==> src/rtl/cpuParams.svh <==
// ~~~~~~~~~~~~~~~~~~~~~~~~~~~~~~~~~~~~~~~~~~~~~~~~
// fixed RV32I widths and the memory map
// datapath code assumes XLEN of 32 (four byte lanes)
// I/O registers sit at word addresses above the RAM window
// ~~~~~~~~~~~~~~~~~~~~~~~~~~~~~~~~~~~~~~~~~~~~~~~~
`ifndef CPU_PARAMS_SVH
`define CPU_PARAMS_SVH

// datapath and register index widths
`define XLEN 32
`define REG_ADDR_W 5

// first fetch address
`define PC_RESET 32'h0000_0000

// depths in 32-bit words
`define ROM_WORDS 64
`define RAM_WORDS 64

// base of the 256-byte data RAM
`define RAM_BASE 32'h0000_1000

// I/O register addresses
`define LED_ADDR 32'h0000_2000
`define SEG_ADDR 32'h0000_2004
`define SWT_ADDR 32'h0000_2008
`define KB_ADDR 32'h0000_200C
`define LED_W 8

// addi x0, x0, 0
`define NOP 32'h0000_0013

`endif

==> src/rtl/regFile.sv <==
// ~~~~~~~~~~~~~~~~~~~~~~~~~~~~~~~~~~~~~~~~~~~~~~~~
// 31 registers, x0 reads zero
// a write in the read cycle is seen at once
// ~~~~~~~~~~~~~~~~~~~~~~~~~~~~~~~~~~~~~~~~~~~~~~~~
`include "cpuParams.svh"

module regFile (
	input logic clk,
	input logic rst,
	input logic wen,
	input logic [`REG_ADDR_W-1:0] rd,
	input logic [`REG_ADDR_W-1:0] rs1,
	input logic [`REG_ADDR_W-1:0] rs2,
	input logic [`XLEN-1:0] wdata,
	output logic [`XLEN-1:0] rdata1,
	output logic [`XLEN-1:0] rdata2
);
	logic [`XLEN-1:0] regs [1:31];

	// write-through so WB needs no forward path of its own
	function automatic logic [`XLEN-1:0] readPort(input logic [`REG_ADDR_W-1:0] idx);
		if (idx == '0)
			return '0;
		if (wen && idx == rd)
			return wdata;
		return regs[idx];
	endfunction

	always_ff @(posedge clk) begin
		if (rst) begin
			for (int i = 1; i < 32; i++)
				regs[i] <= '0;
		end else if (wen && rd != '0) begin
			regs[rd] <= wdata;
		end
	end

	always_comb begin
		rdata1 = readPort(rs1);
		rdata2 = readPort(rs2);
	end
endmodule

==> config.mk <==
export PLATFORM = sky130hd
export DESIGN_NAME = regFile
export DESIGN_NICKNAME = d
export VERILOG_FILES = /design/src/rtl/regFile.sv
export VERILOG_INCLUDE_DIRS = /design/src /design/src/rtl
export SDC_FILE = /design/constraint.sdc
export NUM_CORES = 2
export LEC_CHECK = 0
export BUFFER_PORTS_ARGS = -buffer_cell sky130_fd_sc_hd__buf_2
export CORE_MARGIN = 2
export CORE_UTILIZATION = 40
export DETAILED_ROUTE_END_ITERATION = 8
export PLACE_DENSITY = 0.53
export SYNTH_ARGS = -nofsm -noshare
export SYNTH_HDL_FRONTEND = slang
export SYNTH_SLANG_ARGS = --single-unit
==> constraint.sdc <==
create_clock -name clk -period 3.3 [get_ports clk]
set_input_delay 0.66 -clock clk [delete_from_list [all_inputs] [get_ports clk]]
set_output_delay 0.66 -clock clk [all_outputs]
set_load 0.02 [all_outputs]
---- After elaboration in Yosys (flattened, before gate mapping) ----
Memories as Yosys holds them, arrays and structs flattened.
Cells that the tools add are included.
storage, ports and cells
  flip-flop bits (word level) ............. 0
  memory bits (writable) .................. 992
  bits of input ports ..................... 50
  output and inout bits ................... 64
  logic and storage cells ................. 32
  memories ................................ 1
cells by class
  equal/unequal tests ..................... 2
  muxes and demuxes ....................... 22
  reductions and logical operators ........ 7
memory list
  name  depth  width  read ports  clocked after Yosys merged registers in  write ports  line           source
  regs  31     32     2           0                                        31           regFile.sv:18  logic [`XLEN-1:0] regs [1:31];
operators by type and width
  cell                 number
  2-to-1 mux 32 bit    9
  OR reduction 32 bit  1
  2-to-1 mux 1 bit     12
  equality test 5 bit  2
  zero test 5 bit      2
  2-to-1 mux 5 bit     1
  nonzero test 5 bit   1
  logical AND 1 bit    3

---- Depth between registers and ports, before layout ----
  depth after elaboration ................. 7
  depth in mapped cells ................... 10
  depth with buffers taken out ............ 5

---- Least setup slack after synthesis ----
No wires, ideal clock.
  path kind ............................... input port to output port
  from .................................... in rs1[0]
  to ...................................... out rdata1[10]
  arrival ................................. 2.522 ns
  data required time ...................... 2.640 ns
  setup slack ............................. 0.118 ns
  cell stages on the path ................. 9
  buffers on the path ..................... 4
  cells stage by stage .................... buf_2 > buf_6 > buf_2 > buf_2 > mux2i_1 > o22ai_1 > a2111oi_0 > a21oi_1 > a22o_1
on the way
  word-level cells in the longest chain between the ends .. 6
  elaborated cells on any way between the ends .. 10
  those cells by class .................... 1 x eq/ne; 6 x mux; 2 x reduce/logical; 1 x memory
ends and longest elaborated chain
  item                                                                          line           source
  from (decl)                                                                   regFile.sv:12  input logic [`REG_ADDR_W-1:0] rs1,
  parallel branches: the longest is 5 deep, another holds memory (31 x 32 bit)  -
  2-to-1 mux 32 bit (*)                                                         regFile.sv:24  if (wen && idx == rd)
  to (decl)                                                                     regFile.sv:15  output logic [`XLEN-1:0] rdata1,
Mark *: on every way between the ends. The select of a mux whose other input is x is not followed.

==> results.py <==
metrics = {
    "logic_synthesis": {
        "syn_avg_cell_area_um2": 14.63,
        "syn_area_um2": 54720,
        "ys.warnings.count": 0,
        "yosysTopAreaCellShare_pct": 56.20,
        "synth_cells": 3740,
        "synth_area_leader_cell": "edfxtp_1",
        "async_flop_share_pct": 0,
        "ys.flop_type": "edfxtp_1",
        "ys_seq_area_share_pct": 56.20,
        "synth_cell_type_count": 50,
        "synth_edf_count": 1024,
        "synth.area.top_cells": "edfxtp_1 (56%), mux4_2 (16%), and2_1 (11%)",
        "ys_ff_latch": 1024,
    },
    "hold_path": {
        "whs_path_depth": 1,
        "hold_path_class": "input port to register",
        "min_to": "regs[0][5]$_DFFE_PP_",
        "min_from": "wdata[5]",
    },
    "final_layout": {
        "final_cells": 6050,
        "drive_above_1_share_pct": 35.29,
        "regMostFlops": "regs",
        "fin_nets": 4218,
        "area_growth_pct": 24.71,
        "stdcell_area_um2": 68240,
        "fillers": 11375,
        "largest_reg_flops": 1024,
        "largestRegisters": "regs x1024",
    },
    "routing": {
        "drtAntennaViolNets": 0,
        "num_vias": 37327,
        "drtPass1Iterations": 7,
        "drtIter0Drc": 4836,
        "via_per_inst": 6.170,
        "avgRoutedWirePerCell_um": 34.90,
        "wl_mm": 211.2,
        "drc": 0,
    },
    "global_route": {
        "grt_pass1_wl_mm": 293.5,
        "overflow": 0,
        "groute.usage.overall_pct": 29.90,
        "grt_pass1_vias": 36792,
        "antenna_found_initial": 17,
        "grt_max_degree": 43,
    },
    "placement": {
        "dpl.cell_count": 5735,
        "place_ws_ps": -1056,
        "gp_congestion": 0.9203,
        "place_area_um2": 61150,
        "io_buffers": 113,
        "hpwl_mm": 133.0,
    },
    "pwr": {
        "p_sw_share_pct": 26.53,
        "intPower_w": 0.02451,
        "combPwrFrac_pct": 16.4,
        "power_frac_seq_pct": 46.1,
        "clock_power_share_pct": 37.5,
        "p_switching_w": 0.008851,
        "vdd_drop_max_mv": 0.4109,
        "p_leak_nw": 24.73,
        "cellPowerDensity_nw_per_um2": 488.9,
    },
    "clock_tree": {
        "cts_hold_buf": 0,
        "cts_tree": "yes",
        "cts.clk_slew.worst_paths_ps": 60,
        "cts_inserted_buffers": 111,
        "clockBufferDepth": 3,
        "cts_max_level": 3,
        "clock-root-buffer": "clkbuf_16",
        "cts_sinks": 1024,
    },
    "setup_path": {
        "critical_path.top_delay_family": "compound AO/OA/AOI/OAI gates",
        "worst_setup_path_end_kind": "primary output",
        "worstSetupStartpointType": "register",
        "cp_cell_sequence": "mux4_2 -> a22o_4 -> a2111oi_4 -> buf_4 -> a21oi_2 -> a22o_1 -> buf_6",
        "cp.buffers_inverters": 2,
        "cp_slowest_stage_delay_ps": 490,
        "critPathKind": "register to primary output",
        "crit_path_top_delay_cell": "mux4_2",
        "startpoint": "regs[12][20]$_SDFFCE_PN0P_",
        "critical_path_arrival_ps": 2890,
        "crit_required_ps": 2640,
        "cp_max_fo": 2,
    },
    "sta": {
        "fin_ws_ps": -250.7,
        "worst_slew_pin_slew_ps": 715.1,
        "fmax_ghz": 0.2816,
        "worst_hold_slack_ps": 378.9,
        "setup_viol": 34,
        "grt_setup_unrepaired": "true",
        "max_slew_margin_pct": 52.33,
        "period_needed_ps": 3551,
        "slew_viol_final": 0,
        "hold_viol": 0,
        "fin_crit_sh_pct": 107.6,
    },
    "run": {
        "maxCapViolations": 0,
    },
    "status": {
        "violations": "negative setup slack",
        "status": "finished, violations left",
    },
    "floorplanning": {
        "dieArea_um2": 139800,
        "die-height_um": 373.9,
        "die_w_um": 373.9,
        "io_pins": 114,
        "num_rows": 135,
        "core_um2": 135600,
        "start_util_pct": 40.34,
    },
}
-- timing repair --
| action | in CTS | in global routing |
|---|---|---|
| setup endpoints to repair | 64 | 64 |
| setup buffers | 72 | 11 |
| cloned | 24 | 3 |
| pin swaps | 89 | 32 |
| gates resized for setup | 333 | 100 |
-- placed cells by master, fill, tap and decap left out, types with 12 or more instances in the layout --
cell / instances
a2111oi_4: 20
a21oi_1: 46
a21oi_2: 21
a22o_1: 27
a22o_4: 28
a22oi_1: 97
a22oi_2: 36
and2_1: 993
buf_12: 114
buf_16: 41
buf_2: 62
buf_4: 390
buf_6: 75
clkbuf_1: 24
clkbuf_16: 114
clkinv_1: 26
clkinv_2: 24
conb_1: 32
edfxtp_1: 1024
mux2i_1: 275
mux4_2: 388
nand2_1: 35
nand3_1: 12
nor2_4: 32
o221a_2: 15
o221ai_1: 38
o22ai_1: 37
or2_2: 32
-- layout make-up --
| type | instances | area, um2 | share of cell area (%) |
|---|---|---|---|
| multi-input combinational | 2332 | 23920 | 35.06 |
| antenna | 7 | 17.52 | 0.02567 |
| clock buffer | 135 | 2868 | 4.202 |
| clock inverter | 72 | 670.6 | 0.9828 |
| timing repair buffer | 697 | 7776 | 11.40 |
| tap | 1781 | 2228 | 3.266 |
| inverter | 2 | 7.507 | 0.01100 |
| sequential | 1024 | 30750 | 45.06 |
-- synth_stat cells (18+ instances only) --
library cell,count
or2_2,33
o221ai_1,42
buf_2,70
a21oi_1,78
o22ai_1,41
nand2_1,36
mux2i_1,281
a22oi_1,133
o221a_2,18
a22o_1,55
and2_1,994
mux4_2,388
buf_4,20
a2111oi_0,24
clkbuf_1,303
edfxtp_1,1024
nor2_1,44
-- power by group through the flow --
stage	Combinational, W	Clock, W	Sequential [W]
floorplan	0.00249	0	0.0155
global placement	0.00470	0	0.0156
detailed placement	0.00470	0	0.0156
CTS	0.00531	0.0126	0.0154
global route	0.00561	0.0131	0.0155
finish	0.00547	0.0125	0.0154
-- worst max-delay path by stage --
stage,cells after the start,slack (ps),end
global route,7,-340,rdata1[20]
CTS,7,-360,rdata1[20]
finish,7,-250,rdata1[20]
detailed placement,9,-1060,rdata1[20]
floorplan,9,120,rdata1[10]
global placement,9,-1040,rdata1[20]
-- logic make-up after synthesis --
logic type             synth area share [%]
AND/OR/NAND/NOR                       12.75
flip-flops                            56.20
multiplexers                          21.21
AO/OA/AOI/OAI                         6.453
buffers and inverters                 3.226
XOR/XNOR                             0.1601
other                              0.006853
-- metal layers --
metal  vias up  routed length [um]  track usage, %  part of all wire [%]
li1      15378                   -               -                     -
met2      2012               98650           47.33                    47
met1     19513               83810           40.67                    40
met5         -                  68               0                 0.032
met3       414               17820           4.822                   8.4
met4        10               10810           13.43                   5.1
-- through the flow --
stage | TNS [ps] | util, % | total power, W
4_1_cts | -4269 | 49.88 | 0.03333
2_1_floorplan | 0 | - | 0.01799
3_5_place_dp | -15760 | 45.08 | 0.02035
5_1_grt | -5325 | 50.30 | 0.03419
6_report | -3421 | 50.31 | 0.03336
3_3_place_gp | -15590 | 45.08 | 0.02033
(Power assumes the default switching activity.)
