## config.mk

```make
export PLATFORM = sky130hd
export DESIGN_NAME = alu
export DESIGN_NICKNAME = d
export VERILOG_FILES = /design/src/rtl/isaPkg.sv /design/src/rtl/alu.sv
export VERILOG_INCLUDE_DIRS = /design/src /design/src/rtl
export SDC_FILE = /design/constraint.sdc
export NUM_CORES = 1
export LEC_CHECK = 0
export ABC_CLOCK_PERIOD_IN_PS = 12750
export BUFFER_PORTS_ARGS = -buffer_cell sky130_fd_sc_hd__buf_2
export CAP_MARGIN = 40
export CORE_MARGIN = 2
export CORE_UTILIZATION = 40
export DETAILED_ROUTE_END_ITERATION = 8
export PLACE_DENSITY = 0.56
export SYNTH_ARGS = -nofsm -noshare
export SYNTH_HDL_FRONTEND = slang
export SYNTH_SLANG_ARGS = --single-unit
```

## constraint.sdc

```tcl
create_clock -name vclk -period 12.75
set_clock_uncertainty 0.15 [all_clocks]
set_input_delay 1.275 -clock vclk [all_inputs]
set_output_delay 1.275 -clock vclk [all_outputs]
set_load 0.02 [all_outputs]
```

## src/rtl/cpuParams.svh

```systemverilog
// ~~~~~~~~~~~~~~~~~~~~~~~~~~~~~~~~~~~~~~~~~~~~~~~~
// fixed RV32I widths and the memory map
// datapath code assumes XLEN of 32 (four byte lanes)
// I/O registers sit at word addresses above the RAM window
// ~~~~~~~~~~~~~~~~~~~~~~~~~~~~~~~~~~~~~~~~~~~~~~~~
`ifndef CPU_PARAMS_SVH
`define CPU_PARAMS_SVH

// datapath and register index widths
`define XLEN 32
`define REG_ADDR_W 5

// first fetch address
`define PC_RESET 32'h0000_0000

// depths in 32-bit words
`define ROM_WORDS 64
`define RAM_WORDS 64

// base of the 256-byte data RAM
`define RAM_BASE 32'h0000_1000

// I/O register addresses
`define LED_ADDR 32'h0000_2000
`define SEG_ADDR 32'h0000_2004
`define SWT_ADDR 32'h0000_2008
`define KB_ADDR 32'h0000_200C
`define LED_W 8

// addi x0, x0, 0
`define NOP 32'h0000_0013

`endif

```

## src/rtl/isaPkg.sv

```systemverilog
// ~~~~~~~~~~~~~~~~~~~~~~~~~~~~~~~~~~~~~~~~~~~~~~~~
// RV32I encodings used by the decoder, ALU and I/O
// only the opcodes of the integer subset are listed
// ~~~~~~~~~~~~~~~~~~~~~~~~~~~~~~~~~~~~~~~~~~~~~~~~
package isaPkg;

	// major opcodes, inst[6:0]
	typedef enum logic [6:0] {
		OP_LUI    = 7'b0110111,
		OP_AUIPC  = 7'b0010111,
		OP_JAL    = 7'b1101111,
		OP_JALR   = 7'b1100111,
		OP_BRANCH = 7'b1100011,
		OP_LOAD   = 7'b0000011,
		OP_STORE  = 7'b0100011,
		OP_IMM    = 7'b0010011,
		OP_REG    = 7'b0110011,
		OP_FENCE  = 7'b0001111,
		OP_SYSTEM = 7'b1110011
	} opcodeT;

	// arithmetic first, then the branch compares
	typedef enum logic [3:0] {
		ALU_ADD, ALU_SUB, ALU_SLL, ALU_SLT,
		ALU_SLTU, ALU_XOR, ALU_SRL, ALU_SRA,
		ALU_OR, ALU_AND, ALU_EQ, ALU_NE,
		ALU_LT, ALU_GE, ALU_LTU, ALU_GEU
	} aluOpT;

	// same coding as funct3[1:0] of loads and stores
	typedef enum logic [1:0] {
		W_BYTE = 2'b00,
		W_HALF = 2'b01,
		W_WORD = 2'b10
	} widthT;

endpackage

```

## src/rtl/alu.sv

```systemverilog
// ~~~~~~~~~~~~~~~~~~~~~~~~~~~~~~~~~~~~~~~~~~~~~~~~
// combinational ALU, shifts use b[4:0]
// compare ops give 1 or 0, used as branch taken
// ~~~~~~~~~~~~~~~~~~~~~~~~~~~~~~~~~~~~~~~~~~~~~~~~
`include "cpuParams.svh"

module alu (
	input logic [`XLEN-1:0] a,
	input logic [`XLEN-1:0] b,
	input isaPkg::aluOpT op,
	output logic [`XLEN-1:0] result
);
	import isaPkg::*;

	logic [4:0] shamt;
	logic lt;
	logic ltu;
	logic eq;

	assign shamt = b[4:0];
	// shared by slt/sltu and the branches
	assign lt = $signed(a) < $signed(b);
	assign ltu = a < b;
	assign eq = a == b;

	always_comb begin
		case (op)
			ALU_ADD: result = a + b;
			ALU_SUB: result = a - b;
			ALU_SLL: result = a << shamt;
			ALU_SLT, ALU_LT: result = `XLEN'(lt);
			ALU_SLTU, ALU_LTU: result = `XLEN'(ltu);
			ALU_XOR: result = a ^ b;
			ALU_SRL: result = a >> shamt;
			ALU_SRA: result = $signed(a) >>> shamt;
			ALU_OR: result = a | b;
			ALU_AND: result = a & b;
			ALU_EQ: result = `XLEN'(eq);
			ALU_NE: result = `XLEN'(!eq);
			ALU_GE: result = `XLEN'(!lt);
			default: result = `XLEN'(!ltu);
		endcase
	end
endmodule

```

# Word-level counts from Yosys, hierarchy flattened
# Index checks and enable logic that the tools add are counted.
[totals]
regBits = 0
latch_bits = 0
ram_bits = 0
romBits = 0
in_bits = 68
word_cells = 32
memories = 0
[classes]
addsub = 2
n_mul = 0
n_div = 0
order_cmp = 2
eq_ne = 15
shifts = 3
n_mux = 1
bitwise_logic = 3
reduce_logical = 6
[op_table]
columns = ["operator", "count"]
rows = [
  ["32-bit one-hot mux with 13 select lines", 1],
  ["32-bit < comparator", 2],
  ["32-bit adder", 1],
  ["32-bit bitwise AND", 1],
  ["32-bit equality test", 1],
  ["32-bit bitwise OR", 1],
  ["32-bit by 5-bit left shift with 32-bit output", 1],
  ["32-bit by 5-bit >> shifter with 32-bit output", 1],
  ["32-bit by 5-bit >>> shifter with 32-bit output", 1],
  ["32-bit subtractor", 1],
  ["32-bit XOR", 1],
  ["4-bit equality test (second input constant)", 7],
  ["4-bit by 3-bit equality test with 1-bit output (second input constant)", 4],
  ["4-bit by 2-bit equality test with 1-bit output (second input constant)", 2],
  ["4-bit by 1-bit equality test with 1-bit output (second input constant)", 1],
  ["4-bit logical NOT", 1],
  ["2-bit OR reduction", 2],
  ["1-bit logical NOT", 3],
]

# Logic depth before layout (Yosys ltp)
[logic_depth]
word_depth = 3
mapped_depth = 17

# Worst setup path after synthesis
# Ideal clock, no wire load.
[synth_path]
path_type = "input to output"
start = "input port b[2]"
end = "output port result[0]"
t_arrival_ns = 4.971
path_slack_ns = 6.354
path_stages = 16
path_buffers = 5
cell_sequence = "clkbuf_1 -> inv_1 -> buf_2 -> buf_2 -> buf_1 -> ha_1 -> buf_2 -> o21ba_1 -> o21bai_2 -> a211oi_1 -> nor3_2 -> o41ai_1 -> o211a_1 -> mux2_4 -> mux2_4 -> a2111o_1"
[synth_between]
elab_chain_len = 3
elab_cells_between_ends = 10
[synth_rtl]
columns = ["item", "line_no", "text"]
rows = [
  ["start: declaration", "alu.sv:9", "input logic [`XLEN-1:0] b,"],
  ["32-bit < comparator, or another cell as far along", "alu.sv:23", "assign ltu = a < b;"],
  ["1-bit logical NOT, on equally long branches", "alu.sv:41, alu.sv:39, alu.sv:40", ""],
  ["32-bit one-hot mux with 13 select lines *", "alu.sv:27", "case (op)"],
  ["end: declaration", "alu.sv:11", "output logic [`XLEN-1:0] result"],
]
# Mark *: on every way between the ends. The rest lies on a longest branch, timed or not.

# Worst setup path in the final report
[layout_path]
start = "input port b[0]"
end = "output port result[0]"
# The elaborated chain is that of the path after synthesis.

==> results.cfg <==
[placed_design]
globalplace.congestion = 1.072
dp_cells = 1612
dp_hpwl_um = 33050
portBuffers = 100

[power]
power_frac_clock = 0
internal_power_mw = 0.1515
power_density_mw_per_mm2 = 49.11
ir_drop_mv = 0.01859
p_total_mw = 0.4541
p_sw_mw = 0.3026
leakage_nw = 4.110
p_comb_frac = 1.000
seq_power_share = 0
p_sw_frac = 0.6665

[worst_hold_path]
min_from = b[8]
whs_path_depth = 5
holdPathEnd = result[8]
holdCritPathClass = in -> out

[grt]
gr-total-overflow = 0
grt_max_degree = 65
grt_first_pass_wirelength_um = 62440
grt_pass1_vias = 9825
grt_use_total = 0.3608
grt_antenna_before_repair = 0

[logic_synthesis]
synthSimpleGateAreaFrac = 0.2251
syn-num-nets = 1496
ys_warn_count = 0
syn_inst = 1323
synth-compound-area-share = 0.3793
synth_area_per_cell_um2 = 6.545
synth_common_cells = nor2_1 (174), a21oi_1 (127), o21ai_0 (105), ha_1 (103), nand2_1 (102)
yosys-top-cells-area = ha_1 (15%), mux4_2 (8.1%), nor2_1 (7.5%)
synthAdderAreaFrac = 0.1534
yosysTopAreaCellShare = 0.1488
synth.most_common_cell = nor2_1
synth-seq-area-share = 0
synthDistinctLibCells = 79
synth_top_family_by_area = compound AO/OA/AOI/OAI gates
syn-cell-area_mm2 = 0.008660
muxShareOfSynthArea = 0.1393
synthXorXnorAreaFrac = 0.006068
synth_top_cell_by_area = ha_1

[clock_tree]
hold_buffers = 0
cts_resized = 0
post_cts_buffers = 0

[cells_and_area]
finalNonFillerCells = 1612
n_sequential_cell = 0
antenna_cells = 0
clkbuf_count = 0
layout-drive-gt1-share = 0.1369
seqCellArea_um2 = 0
layout.nets = 1512
area_growth_pct = 6.777
nFillCells = 2297

[die]
die-area_mm2 = 0.02284
die_x_um = 151.1
fp.dieH_um = 151.1
ioPinCount = 100
fp.coreArea_mm2 = 0.02115
start_util = 0.4094
fp-row-count = 53

[sta]
slew_headroom = 0.3497
finalSetupTns_ns = 0
fin_crit_sh = 0.5359
hold_ws_ns = 3.068
fmax_ghz = 0.1464
finalHoldViolCount = 0
fin_crit_ns = 6.833
worst_pin_slew_ns = 0.9681
rsz0062_at_grt = no
setup_violations = 0
drv_slew = 0

[detailed_routing]
routed_via_density = 6.854
num_vias = 11050
drt_wl_total_um = 42300
first_iter_violations = 1154
wl_per_cell_um = 26.24
postRouteAntennaNets = 0
drc = 0
dr.pass1.iters = 6

[outcome]
status = completed

[worst_setup_path]
start_kind = primary input
worstSetupPathType = in -> out
arrival_ns = 5.41
endpoint_kind = output pin
crit_fanout = 34
crit_required_ns = 11.32

[job]
drv_cap = 0
==> worst max-delay path by stage <==
stage	cells after the start	slack (ns)	start	end
floorplan	16	6.35	b[2]	result[0]
global placement	12	5.86	b[0]	result[26]
detailed placement	13	5.98	b[0]	result[0]
CTS	13	5.98	b[0]	result[0]
global route	13	5.69	b[0]	result[0]
finish	13	5.92	b[0]	result[0]
==> layer usage <==
metal | global-route usage | part of all wire | up-vias
met2 | 0.5395 | 0.42 | 691
li1 | - | - | 4971
met5 | 0 | 0 | -
met3 | 0.04729 | 0.11 | 76
met1 | 0.5455 | 0.44 | 5310
met4 | 0.08224 | 0.031 | 0
==> worst max-delay path: stages <==
cell	delay, ns
buf_2	0.60
ha_1	0.33
fa_1	0.23
o21ba_1	0.16
o21bai_2	0.10
a211oi_1	0.39
nor3_2	0.12
o41ai_1	0.79
o211a_1	0.37
mux2_4	0.19
mux2_4	0.29
a2111o_1	0.39
buf_2	0.16
==> power groups by stage <==
stage	Combinational [mW]	Sequential [mW]	Clock, mW
2_1_floorplan	0.292	0	0
3_3_place_gp	0.438	0	0
3_5_place_dp	0.437	0	0
4_1_cts	0.439	0	0
5_1_grt	0.483	0	0
6_report	0.454	0	0
==> through the flow <==
step | cell area (µm²) | setup WS (ns) | util
after global routing | 9246 | 5.691 | 0.4371
after floorplan | 8660 | 6.354 | -
final | 9246 | 5.917 | 0.4371
after detailed placement | 9246 | 5.985 | 0.4371
after CTS | 9246 | 5.982 | 0.4371
after global placement | 9201 | 5.862 | 0.4350
==> cells by family after synthesis <==
logic type	after synthesis
AOI/OAI and AO/OA	493
and+or+nand+nor	428
buffers and inverters	211
adders and majority gates	105
muxes	80
xor gates and xnor gates	6
==> cells in the final DEF, fill, tap and decap left out, drive strengths merged, types with 6 or more instances in the layout <==
cell type and count:
a31oi 11, a21oi 127, and2 11, nand4 8, o22ai 18, ha 103
a221oi 37, o21ai 109, and3 6, o21a 6, buf 122, mux4 31
o31ai 12, a221o 15, mux2 8, nor3 42, nand2 102, nor4 9
nand3 25, a211oi 20, nand2b 13, nor2 174, a22oi 9, a21o 17
inv 101, mux2i 41, nor2b 9, o211ai 30, or3 6, o221ai 16
o21bai 8
==> final cells by class <==
class,instances,area [µm²],area share
multi-input combinational,1112,7855,0.8495
tap,275,344.1,0.03721
timing repair buffer,122,660.6,0.07145
inverter,103,386.6,0.04181
No activity file was read; power rests on OpenSTA's default activity.
