===== src/rtl/cpuParams.svh =====
// ~~~~~~~~~~~~~~~~~~~~~~~~~~~~~~~~~~~~~~~~~~~~~~~~
// fixed RV32I widths and the memory map
// datapath code assumes XLEN of 32 (four byte lanes)
// I/O registers sit at word addresses above the RAM window
// ~~~~~~~~~~~~~~~~~~~~~~~~~~~~~~~~~~~~~~~~~~~~~~~~
`ifndef CPU_PARAMS_SVH
`define CPU_PARAMS_SVH

// datapath and register index widths
`define XLEN 32
`define REG_ADDR_W 5

// first fetch address
`define PC_RESET 32'h0000_0000

// depths in 32-bit words
`define ROM_WORDS 64
`define RAM_WORDS 64

// base of the 256-byte data RAM
`define RAM_BASE 32'h0000_1000

// I/O register addresses
`define LED_ADDR 32'h0000_2000
`define SEG_ADDR 32'h0000_2004
`define SWT_ADDR 32'h0000_2008
`define KB_ADDR 32'h0000_200C
`define LED_W 8

// addi x0, x0, 0
`define NOP 32'h0000_0013

`endif


===== src/rtl/isaPkg.sv =====
// ~~~~~~~~~~~~~~~~~~~~~~~~~~~~~~~~~~~~~~~~~~~~~~~~
// RV32I encodings used by the decoder, ALU and I/O
// only the opcodes of the integer subset are listed
// ~~~~~~~~~~~~~~~~~~~~~~~~~~~~~~~~~~~~~~~~~~~~~~~~
package isaPkg;

	// major opcodes, inst[6:0]
	typedef enum logic [6:0] {
		OP_LUI    = 7'b0110111,
		OP_AUIPC  = 7'b0010111,
		OP_JAL    = 7'b1101111,
		OP_JALR   = 7'b1100111,
		OP_BRANCH = 7'b1100011,
		OP_LOAD   = 7'b0000011,
		OP_STORE  = 7'b0100011,
		OP_IMM    = 7'b0010011,
		OP_REG    = 7'b0110011,
		OP_FENCE  = 7'b0001111,
		OP_SYSTEM = 7'b1110011
	} opcodeT;

	// arithmetic first, then the branch compares
	typedef enum logic [3:0] {
		ALU_ADD, ALU_SUB, ALU_SLL, ALU_SLT,
		ALU_SLTU, ALU_XOR, ALU_SRL, ALU_SRA,
		ALU_OR, ALU_AND, ALU_EQ, ALU_NE,
		ALU_LT, ALU_GE, ALU_LTU, ALU_GEU
	} aluOpT;

	// same coding as funct3[1:0] of loads and stores
	typedef enum logic [1:0] {
		W_BYTE = 2'b00,
		W_HALF = 2'b01,
		W_WORD = 2'b10
	} widthT;

endpackage


===== src/rtl/pipePkg.sv =====
// ~~~~~~~~~~~~~~~~~~~~~~~~~~~~~~~~~~~~~~~~~~~~~~~~
// control word and stage register payloads
// valid bits live beside these, not inside
// ~~~~~~~~~~~~~~~~~~~~~~~~~~~~~~~~~~~~~~~~~~~~~~~~
`include "cpuParams.svh"

package pipePkg;

	// decoded control, all flags low means bubble
	typedef struct packed {
		isaPkg::aluOpT aluOp;
		isaPkg::widthT width;
		logic regWen;
		logic memWen;
		logic isLoad;
		logic isUnsigned;
		logic isBranch;
		logic isJal;
		logic isJalr;
		logic isAuipc;
		logic needImm;
		logic isEbreak;
		logic notImpl;
	} ctrlT;

	// ID/EX contents
	typedef struct packed {
		logic [`XLEN-1:0] pc;
		logic [`XLEN-1:0] imm;
		logic [`XLEN-1:0] rs1Data;
		logic [`XLEN-1:0] rs2Data;
		logic [`REG_ADDR_W-1:0] rd;
		ctrlT ctrl;
		// operand still owed by a load now in MEM
		logic fwdLoad1;
		logic fwdLoad2;
	} exPayloadT;

	// EX/MEM contents
	typedef struct packed {
		logic [`XLEN-1:0] pc;
		logic [`XLEN-1:0] aluResult;
		logic [`XLEN-1:0] storeData;
		logic [`REG_ADDR_W-1:0] rd;
		ctrlT ctrl;
	} memPayloadT;

	// MEM/WB contents
	typedef struct packed {
		logic [`XLEN-1:0] pc;
		logic [`XLEN-1:0] aluResult;
		logic [`XLEN-1:0] loadData;
		logic [`REG_ADDR_W-1:0] rd;
		ctrlT ctrl;
	} wbPayloadT;

endpackage


===== src/rtl/decoder.sv =====
// ~~~~~~~~~~~~~~~~~~~~~~~~~~~~~~~~~~~~~~~~~~~~~~~~
// RV32I decode, purely combinational
// fence, ecall and csr flag notImpl and write nothing
// regWen is dropped for rd = x0
// ~~~~~~~~~~~~~~~~~~~~~~~~~~~~~~~~~~~~~~~~~~~~~~~~
`include "cpuParams.svh"

module decoder (
	input logic [`XLEN-1:0] inst,
	output logic [`REG_ADDR_W-1:0] rd,
	output logic [`REG_ADDR_W-1:0] rs1,
	output logic [`REG_ADDR_W-1:0] rs2,
	output logic [`XLEN-1:0] imm,
	output pipePkg::ctrlT ctrl
);
	import isaPkg::*;

	opcodeT opcode;
	logic [2:0] funct3;
	logic funct7b5;

	// op-imm and op-reg share funct3 coding
	function automatic aluOpT arithOp(input logic [2:0] f3, input logic alt);
		case (f3)
			3'd0: return alt ? ALU_SUB : ALU_ADD;
			3'd1: return ALU_SLL;
			3'd2: return ALU_SLT;
			3'd3: return ALU_SLTU;
			3'd4: return ALU_XOR;
			3'd5: return alt ? ALU_SRA : ALU_SRL;
			3'd6: return ALU_OR;
			default: return ALU_AND;
		endcase
	endfunction

	function automatic aluOpT branchOp(input logic [2:0] f3);
		case (f3)
			3'd0: return ALU_EQ;
			3'd1: return ALU_NE;
			3'd4: return ALU_LT;
			3'd5: return ALU_GE;
			3'd6: return ALU_LTU;
			default: return ALU_GEU;
		endcase
	endfunction

	assign opcode = opcodeT'(inst[6:0]);
	assign funct3 = inst[14:12];
	assign funct7b5 = inst[30];

	always_comb begin
		rd = inst[11:7];
		rs1 = inst[19:15];
		rs2 = inst[24:20];
		// I-type unless a case overrides
		imm = {{20{inst[31]}}, inst[31:20]};
		ctrl = '0;
		ctrl.width = W_WORD;
		case (opcode)
			OP_LUI: begin
				// x0 + imm through the adder
				imm = {inst[31:12], 12'b0};
				rs1 = '0;
				ctrl.regWen = 1'b1;
				ctrl.needImm = 1'b1;
			end
			OP_AUIPC: begin
				imm = {inst[31:12], 12'b0};
				ctrl.regWen = 1'b1;
				ctrl.needImm = 1'b1;
				ctrl.isAuipc = 1'b1;
			end
			OP_JAL: begin
				imm = {{11{inst[31]}}, inst[31], inst[19:12], inst[20], inst[30:21], 1'b0};
				ctrl.regWen = 1'b1;
				ctrl.needImm = 1'b1;
				ctrl.isJal = 1'b1;
			end
			OP_JALR: begin
				ctrl.regWen = 1'b1;
				ctrl.needImm = 1'b1;
				ctrl.isJalr = 1'b1;
			end
			OP_BRANCH: begin
				imm = {{19{inst[31]}}, inst[31], inst[7], inst[30:25], inst[11:8], 1'b0};
				ctrl.aluOp = branchOp(funct3);
				ctrl.isBranch = 1'b1;
			end
			OP_LOAD: begin
				ctrl.width = widthT'(funct3[1:0]);
				ctrl.isUnsigned = funct3[2];
				ctrl.regWen = 1'b1;
				ctrl.isLoad = 1'b1;
				ctrl.needImm = 1'b1;
			end
			OP_STORE: begin
				imm = {{20{inst[31]}}, inst[31:25], inst[11:7]};
				ctrl.width = widthT'(funct3[1:0]);
				ctrl.memWen = 1'b1;
				ctrl.needImm = 1'b1;
			end
			OP_IMM: begin
				// funct7 only matters for the right shift here
				ctrl.aluOp = arithOp(funct3, funct3 == 3'd5 && funct7b5);
				ctrl.regWen = 1'b1;
				ctrl.needImm = 1'b1;
			end
			OP_REG: begin
				ctrl.aluOp = arithOp(funct3, funct7b5);
				ctrl.regWen = 1'b1;
			end
			OP_SYSTEM: begin
				// ebreak only, ecall and csr fall to notImpl
				ctrl.isEbreak = inst[31:20] == 12'h001 && funct3 == 3'd0;
				ctrl.notImpl = !ctrl.isEbreak;
			end
			default: begin
				ctrl.notImpl = 1'b1;
			end
		endcase
		if (rd == '0)
			ctrl.regWen = 1'b0;
	end

	// every opcode path keeps the two write enables exclusive
	always_comb begin
		writeExclusive: assert (!(ctrl.memWen && ctrl.regWen))
			else $error("decoder set memWen and regWen together");
	end
endmodule


===== config.mk =====
export PLATFORM = sky130hd
export DESIGN_NAME = decoder
export DESIGN_NICKNAME = d
export VERILOG_FILES = /design/src/rtl/isaPkg.sv /design/src/rtl/pipePkg.sv /design/src/rtl/decoder.sv
export VERILOG_INCLUDE_DIRS = /design/src /design/src/rtl
export SDC_FILE = /design/constraint.sdc
export NUM_CORES = 1
export LEC_CHECK = 0
export BUFFER_PORTS_ARGS = -buffer_cell sky130_fd_sc_hd__buf_4
export CAP_MARGIN = 20
export CELL_PAD_IN_SITES_DETAIL_PLACEMENT = 2
export CELL_PAD_IN_SITES_GLOBAL_PLACEMENT = 2
export CORE_MARGIN = 2
export CORE_UTILIZATION = 17
export DETAILED_ROUTE_END_ITERATION = 8
export PLACE_DENSITY = 0.95
export SLEW_MARGIN = 30
export SYNTH_ARGS = -nofsm -noshare
export SYNTH_HDL_FRONTEND = slang
export SYNTH_SLANG_ARGS = --single-unit

===== constraint.sdc =====
create_clock -name vclk -period 2.09
set_clock_uncertainty 0.05 [all_clocks]
set_input_delay 0.1045 -clock vclk [all_inputs]
set_output_delay 0.1045 -clock vclk [all_outputs]
set_load 0.01 [all_outputs]

# Yosys cells after proc, flatten, opt, wreduce, memory -nomap -nowiden
# Index checks and enable logic that the tools add are counted.
dict set report totals {
  rom_bits 0
  register_bits 0
  ram_bits 0
  memories 0
  word_cells 49
  latch_bits 0
}
dict set report op_classes {
  n_mux 22
  n_mul 0
  shifts 0
  bitwise_logic 0
  reduce_logical 10
  add_sub_neg 0
  eq_ne 17
  order_cmp 0
  div_mod_pow 0
}
# operator count
set op_table {}
lappend op_table {{case mux 31 bit (4 select lines)} 1}
lappend op_table {{case mux 4 bit (7 select lines)} 2}
lappend op_table {{equality test 7 bit, second input constant} 4}
lappend op_table {{equality test 7 x 6 -> 1 bit, second input constant} 3}
lappend op_table {{case mux 3 bit (5 select lines)} 1}
lappend op_table {{equality test 7 x 5 -> 1 bit, second input constant} 2}
lappend op_table {{OR reduction 7 bit} 2}
lappend op_table {{two-way mux 1 bit} 13}
lappend op_table {{equality test 12 x 1 -> 1 bit, second input constant} 1}
lappend op_table {{case mux 4 bit (3 select lines)} 1}
lappend op_table {{equality test 3 bit, second input constant} 3}
lappend op_table {{OR reduction 9 bit} 1}
lappend op_table {{equality test 7 x 2 -> 1 bit, second input constant} 1}
lappend op_table {{equality test 3 x 2 -> 1 bit, second input constant} 2}
lappend op_table {{logical NOT 5 bit} 1}
lappend op_table {{two-way mux 5 bit} 1}
lappend op_table {{two-way mux 2 bit} 2}
lappend op_table {{OR reduction 2 bit} 2}
lappend op_table {{equality test 3 x 1 -> 1 bit, second input constant} 1}
lappend op_table {{logical NOT 3 bit} 1}
lappend op_table {{logical AND 1 bit} 2}
lappend op_table {{case mux 1 bit (2 select lines)} 1}
lappend op_table {{logical NOT 1 bit} 1}

# Depth between registers and ports, before layout
dict set report logic_depth {
  word_depth 5
  mapped_depth 6
  depth_no_buf 4
}

# Worst setup path before layout
# No wires, ideal clock.
dict set report synth_timing {
  path_kind {input -> output}
  startpoint {input inst[3]}
  endpoint {output ctrl[0] (netlist bit)}
  path_stages 6
  slack_ns 0.650
  arrival_ns 1.285
  n_path_buf 2
  path_cell_list {buf_6 nand4bb_1 buf_2 or4_4 nor4_4 a31oi_1}
}
# element line
set synth_rtl {}
lappend synth_rtl {{start: declaration} decoder.sv:9} ;# input logic [`XLEN-1:0] inst,
lappend synth_rtl {{end: declaration} decoder.sv:14} ;# output pipePkg::ctrlT ctrl

# Final worst setup path
dict set report layout_timing {
  startpoint {input inst[2]}
  endpoint {output imm[11]}
}
dict set report layout_between {
  elab_chain_len 3
  elab_cells_between_ends 7
  classes_between {eq/ne (5); mux (1); reduce/logical (1)}
}
# element line
set layout_rtl {}
lappend layout_rtl {{equality test 7 x 5 -> 1 bit or equality test 7 x 6 -> 1 bit (tied branches)} decoder.sv:59} ;# case (opcode)
lappend layout_rtl {{OR reduction 2 bit (no line)} n/a}
lappend layout_rtl {{case mux 31 bit (4 select lines) (*)} decoder.sv:59}
lappend layout_rtl {{end: declaration} decoder.sv:13} ;# output logic [`XLEN-1:0] imm,
# Mark *: on every way between the ends. The rest lies on a longest branch, timed or not.

==> metrics.md <==
| Metric | Value |
|---|---|
| Outcome | completed |
| Die Area | approximately 0.0058 mm² |
| Share of cells above drive strength 1 | 50.7% |
| Hold_buf cts | 0 |
| Initial antenna violation count | 0 |
| Layout area overhead | 76.8% |
| Setup TNS | 0 ns |
| Static leakage | between 0.0007 and 0.0008 µW |
| Gate power share | 100.0% |
| Worst Tran Pin Value | approximately 0.46 ns |
| Starting Density | about 17% |
| Fillcell total | between 600 and 700 |
| Grt total ovfl | 0 |
| WP data arrival | approximately 1.6 ns |
| Sw frac | roughly 50% |
| Number of I/O port buffers | 96 |
| Final Util | between 30 and 40% |
| Sequential cells | 0 |
| Detailed Place HPWL | ~3800 µm |
| Wire per inst | 15.9 µm |
| Finished Layout Cells | around 280 |
| Sequential power share | 0% |
| Seq/Total Area, Yosys | 0% |
| Final period utilization | a little over four fifths |
| Clk pwr share | 0% |
| Via/cell ratio | 4.58 |
| Die height | around 76 µm |
| CP Max Fanout | 11 |
| Count of final max-slew check failures | 0 |
| Clkbuf count | 0 |
| Avg Cell Area, Syn | roughly 6.7 µm² |
| # IOs | 96 |
| Number of DRC markers in iteration 0 | 26 |
| Final Hold Viols | 0 |
| Sequential cell area | 0 µm² |
| Number of global-route vias before repair | ~1500 |
| Synthesized net count | roughly 160 |
| Total of max-cap violations | 0 |
| Maximum clock frequency | 572 MHz |
| First-pass GRT wire length | between 7000 and 8000 µm |
| Setup repair bufs after CTS | 0 |
| Post-CTS sizing | 0 |
| Setup Crit Path Kind | in -> out |
| Cell count after placement | between 200 and 300 |
| CP startpoint kind | input port |
| Final min period | 1.75 ns |
| Max_slew headroom | around 70% |
| Peak supply drop | 0.0629 mV |
| Number of diodes | 0 |
| Commonest non-fill, non-tap cell in the layout | buf_4 |
| Detailed-route via count | between 1000 and 1500 |
| Post-synthesis cell type count | 35 |
| Final ANT Viol Nets | 0 |
| Pwr Density | ~180 mW/mm² |
| Switching power | between 100 and 150 µW |
| Unrepaired setup endpoints after global routing | no |
| DRC errors left | 0 |
| Placeable Area | around 0.005 mm² |
| Post-synthesis cell area | a little under 900 µm² |
| Pre-CTS setup slack | 0.329 ns |
| Final wirelength | about 4400 µm |
| RD Place Congestion | between 0.7 and 0.8 |
| Hold crit path type | in -> out |
| CP required | ~1.9 ns |
| Post-route cell area | 0.00156 mm² |
| Setup crit end kind | output pin |
| Row count | 26 |
| Final setup margin | approximately 0.34 ns |
| Most frequent cells in the layout | buf_4, a21o_1, nor2_1, nor2b_1, and2_1 |
| Pre-antenna DRT Iters | 3 |
| Final setup violation count | 0 |
| Chip width | between 70 and 80 µm |
| Nets | 243 |
| Int Pwr | 147 µW |
| Ys Warns | 0 |
| Total track usage | between 10 and 15% |
| Mapped Cells | 132 |
| Instance area at placement | about 0.0016 mm² |
| Largest net degree at the start of global routing | 18 |
-- worst max-delay path, stage by stage --
cell and delay [ns]:
buf_4 0.15, nand4bb_1 0.37, nor3b_2 0.51, nand2_1 0.11, a21o_1 0.20, buf_4 0.14
-- synth_stat cells (all sizes together) (4+ instances only) --
library cell   n  share of area, %
a21o          20                17
nor2b          9               6.6
inv            4               1.7
a31oi          4               2.8
nor3           5               2.8
a22o           4               4.0
buf           20                16
nor3b          4               4.5
and2           7               5.0
o21ai          6               3.4
a21oi          7               5.2
nand2          5               2.1
nor2          12               5.9
-- through the flow --
| step | hold WS [ns] | total power [µW] |
|---|---|---|
| 2_1_floorplan | 0.188 | 138 |
| 3_3_place_gp | 0.359 | 281 |
| 3_5_place_dp | 0.363 | 289 |
| 4_1_cts | 0.365 | 290 |
| 5_1_grt | 0.371 | 311 |
| 6_report | 0.365 | 286 |
-- layer usage --
layer	global-route usage [%]	vias up	part of all wire, %
met5	0	-	0
met4	0	0	0
met3	1.66	0	5.2
met2	30.7	49	54
met1	16.1	603	41
li1	-	625	-
-- path summary, 6_finish.rpt --
path                 start  endpoint  slack, ns  cells after the start
setup / recovery   inst[2]   imm[11]       0.34                      6
hold / removal    inst[10]     rd[3]       0.37                      2
-- cells by family after synthesis --
kind of cell,after synthesis,share of synthesized area (%)
AO/OA/AOI/OAI,45,36.2
buffers and inverters,25,18.0
AND/OR/NAND/NOR,62,45.8
-- final cells by class --
| type | instances | area (µm²) | share of cell area (%) |
|---|---|---|---|
| inverters | 4 | 15.0 | 0.960 |
| multi-input cells | 107 | 726 | 46.4 |
| well taps | 70 | 87.6 | 5.60 |
| repair buffers | 98 | 736 | 47.0 |
-- power by group through the flow --
stage               Clock, µW  Combinational (µW)  Sequential [µW]
floorplan                   0                 138                0
finish                      0                 286                0
detailed placement          0                 289                0
global placement            0                 281                0
global route                0                 311                0
CTS                         0                 290                0
(Power assumes the default switching activity.)
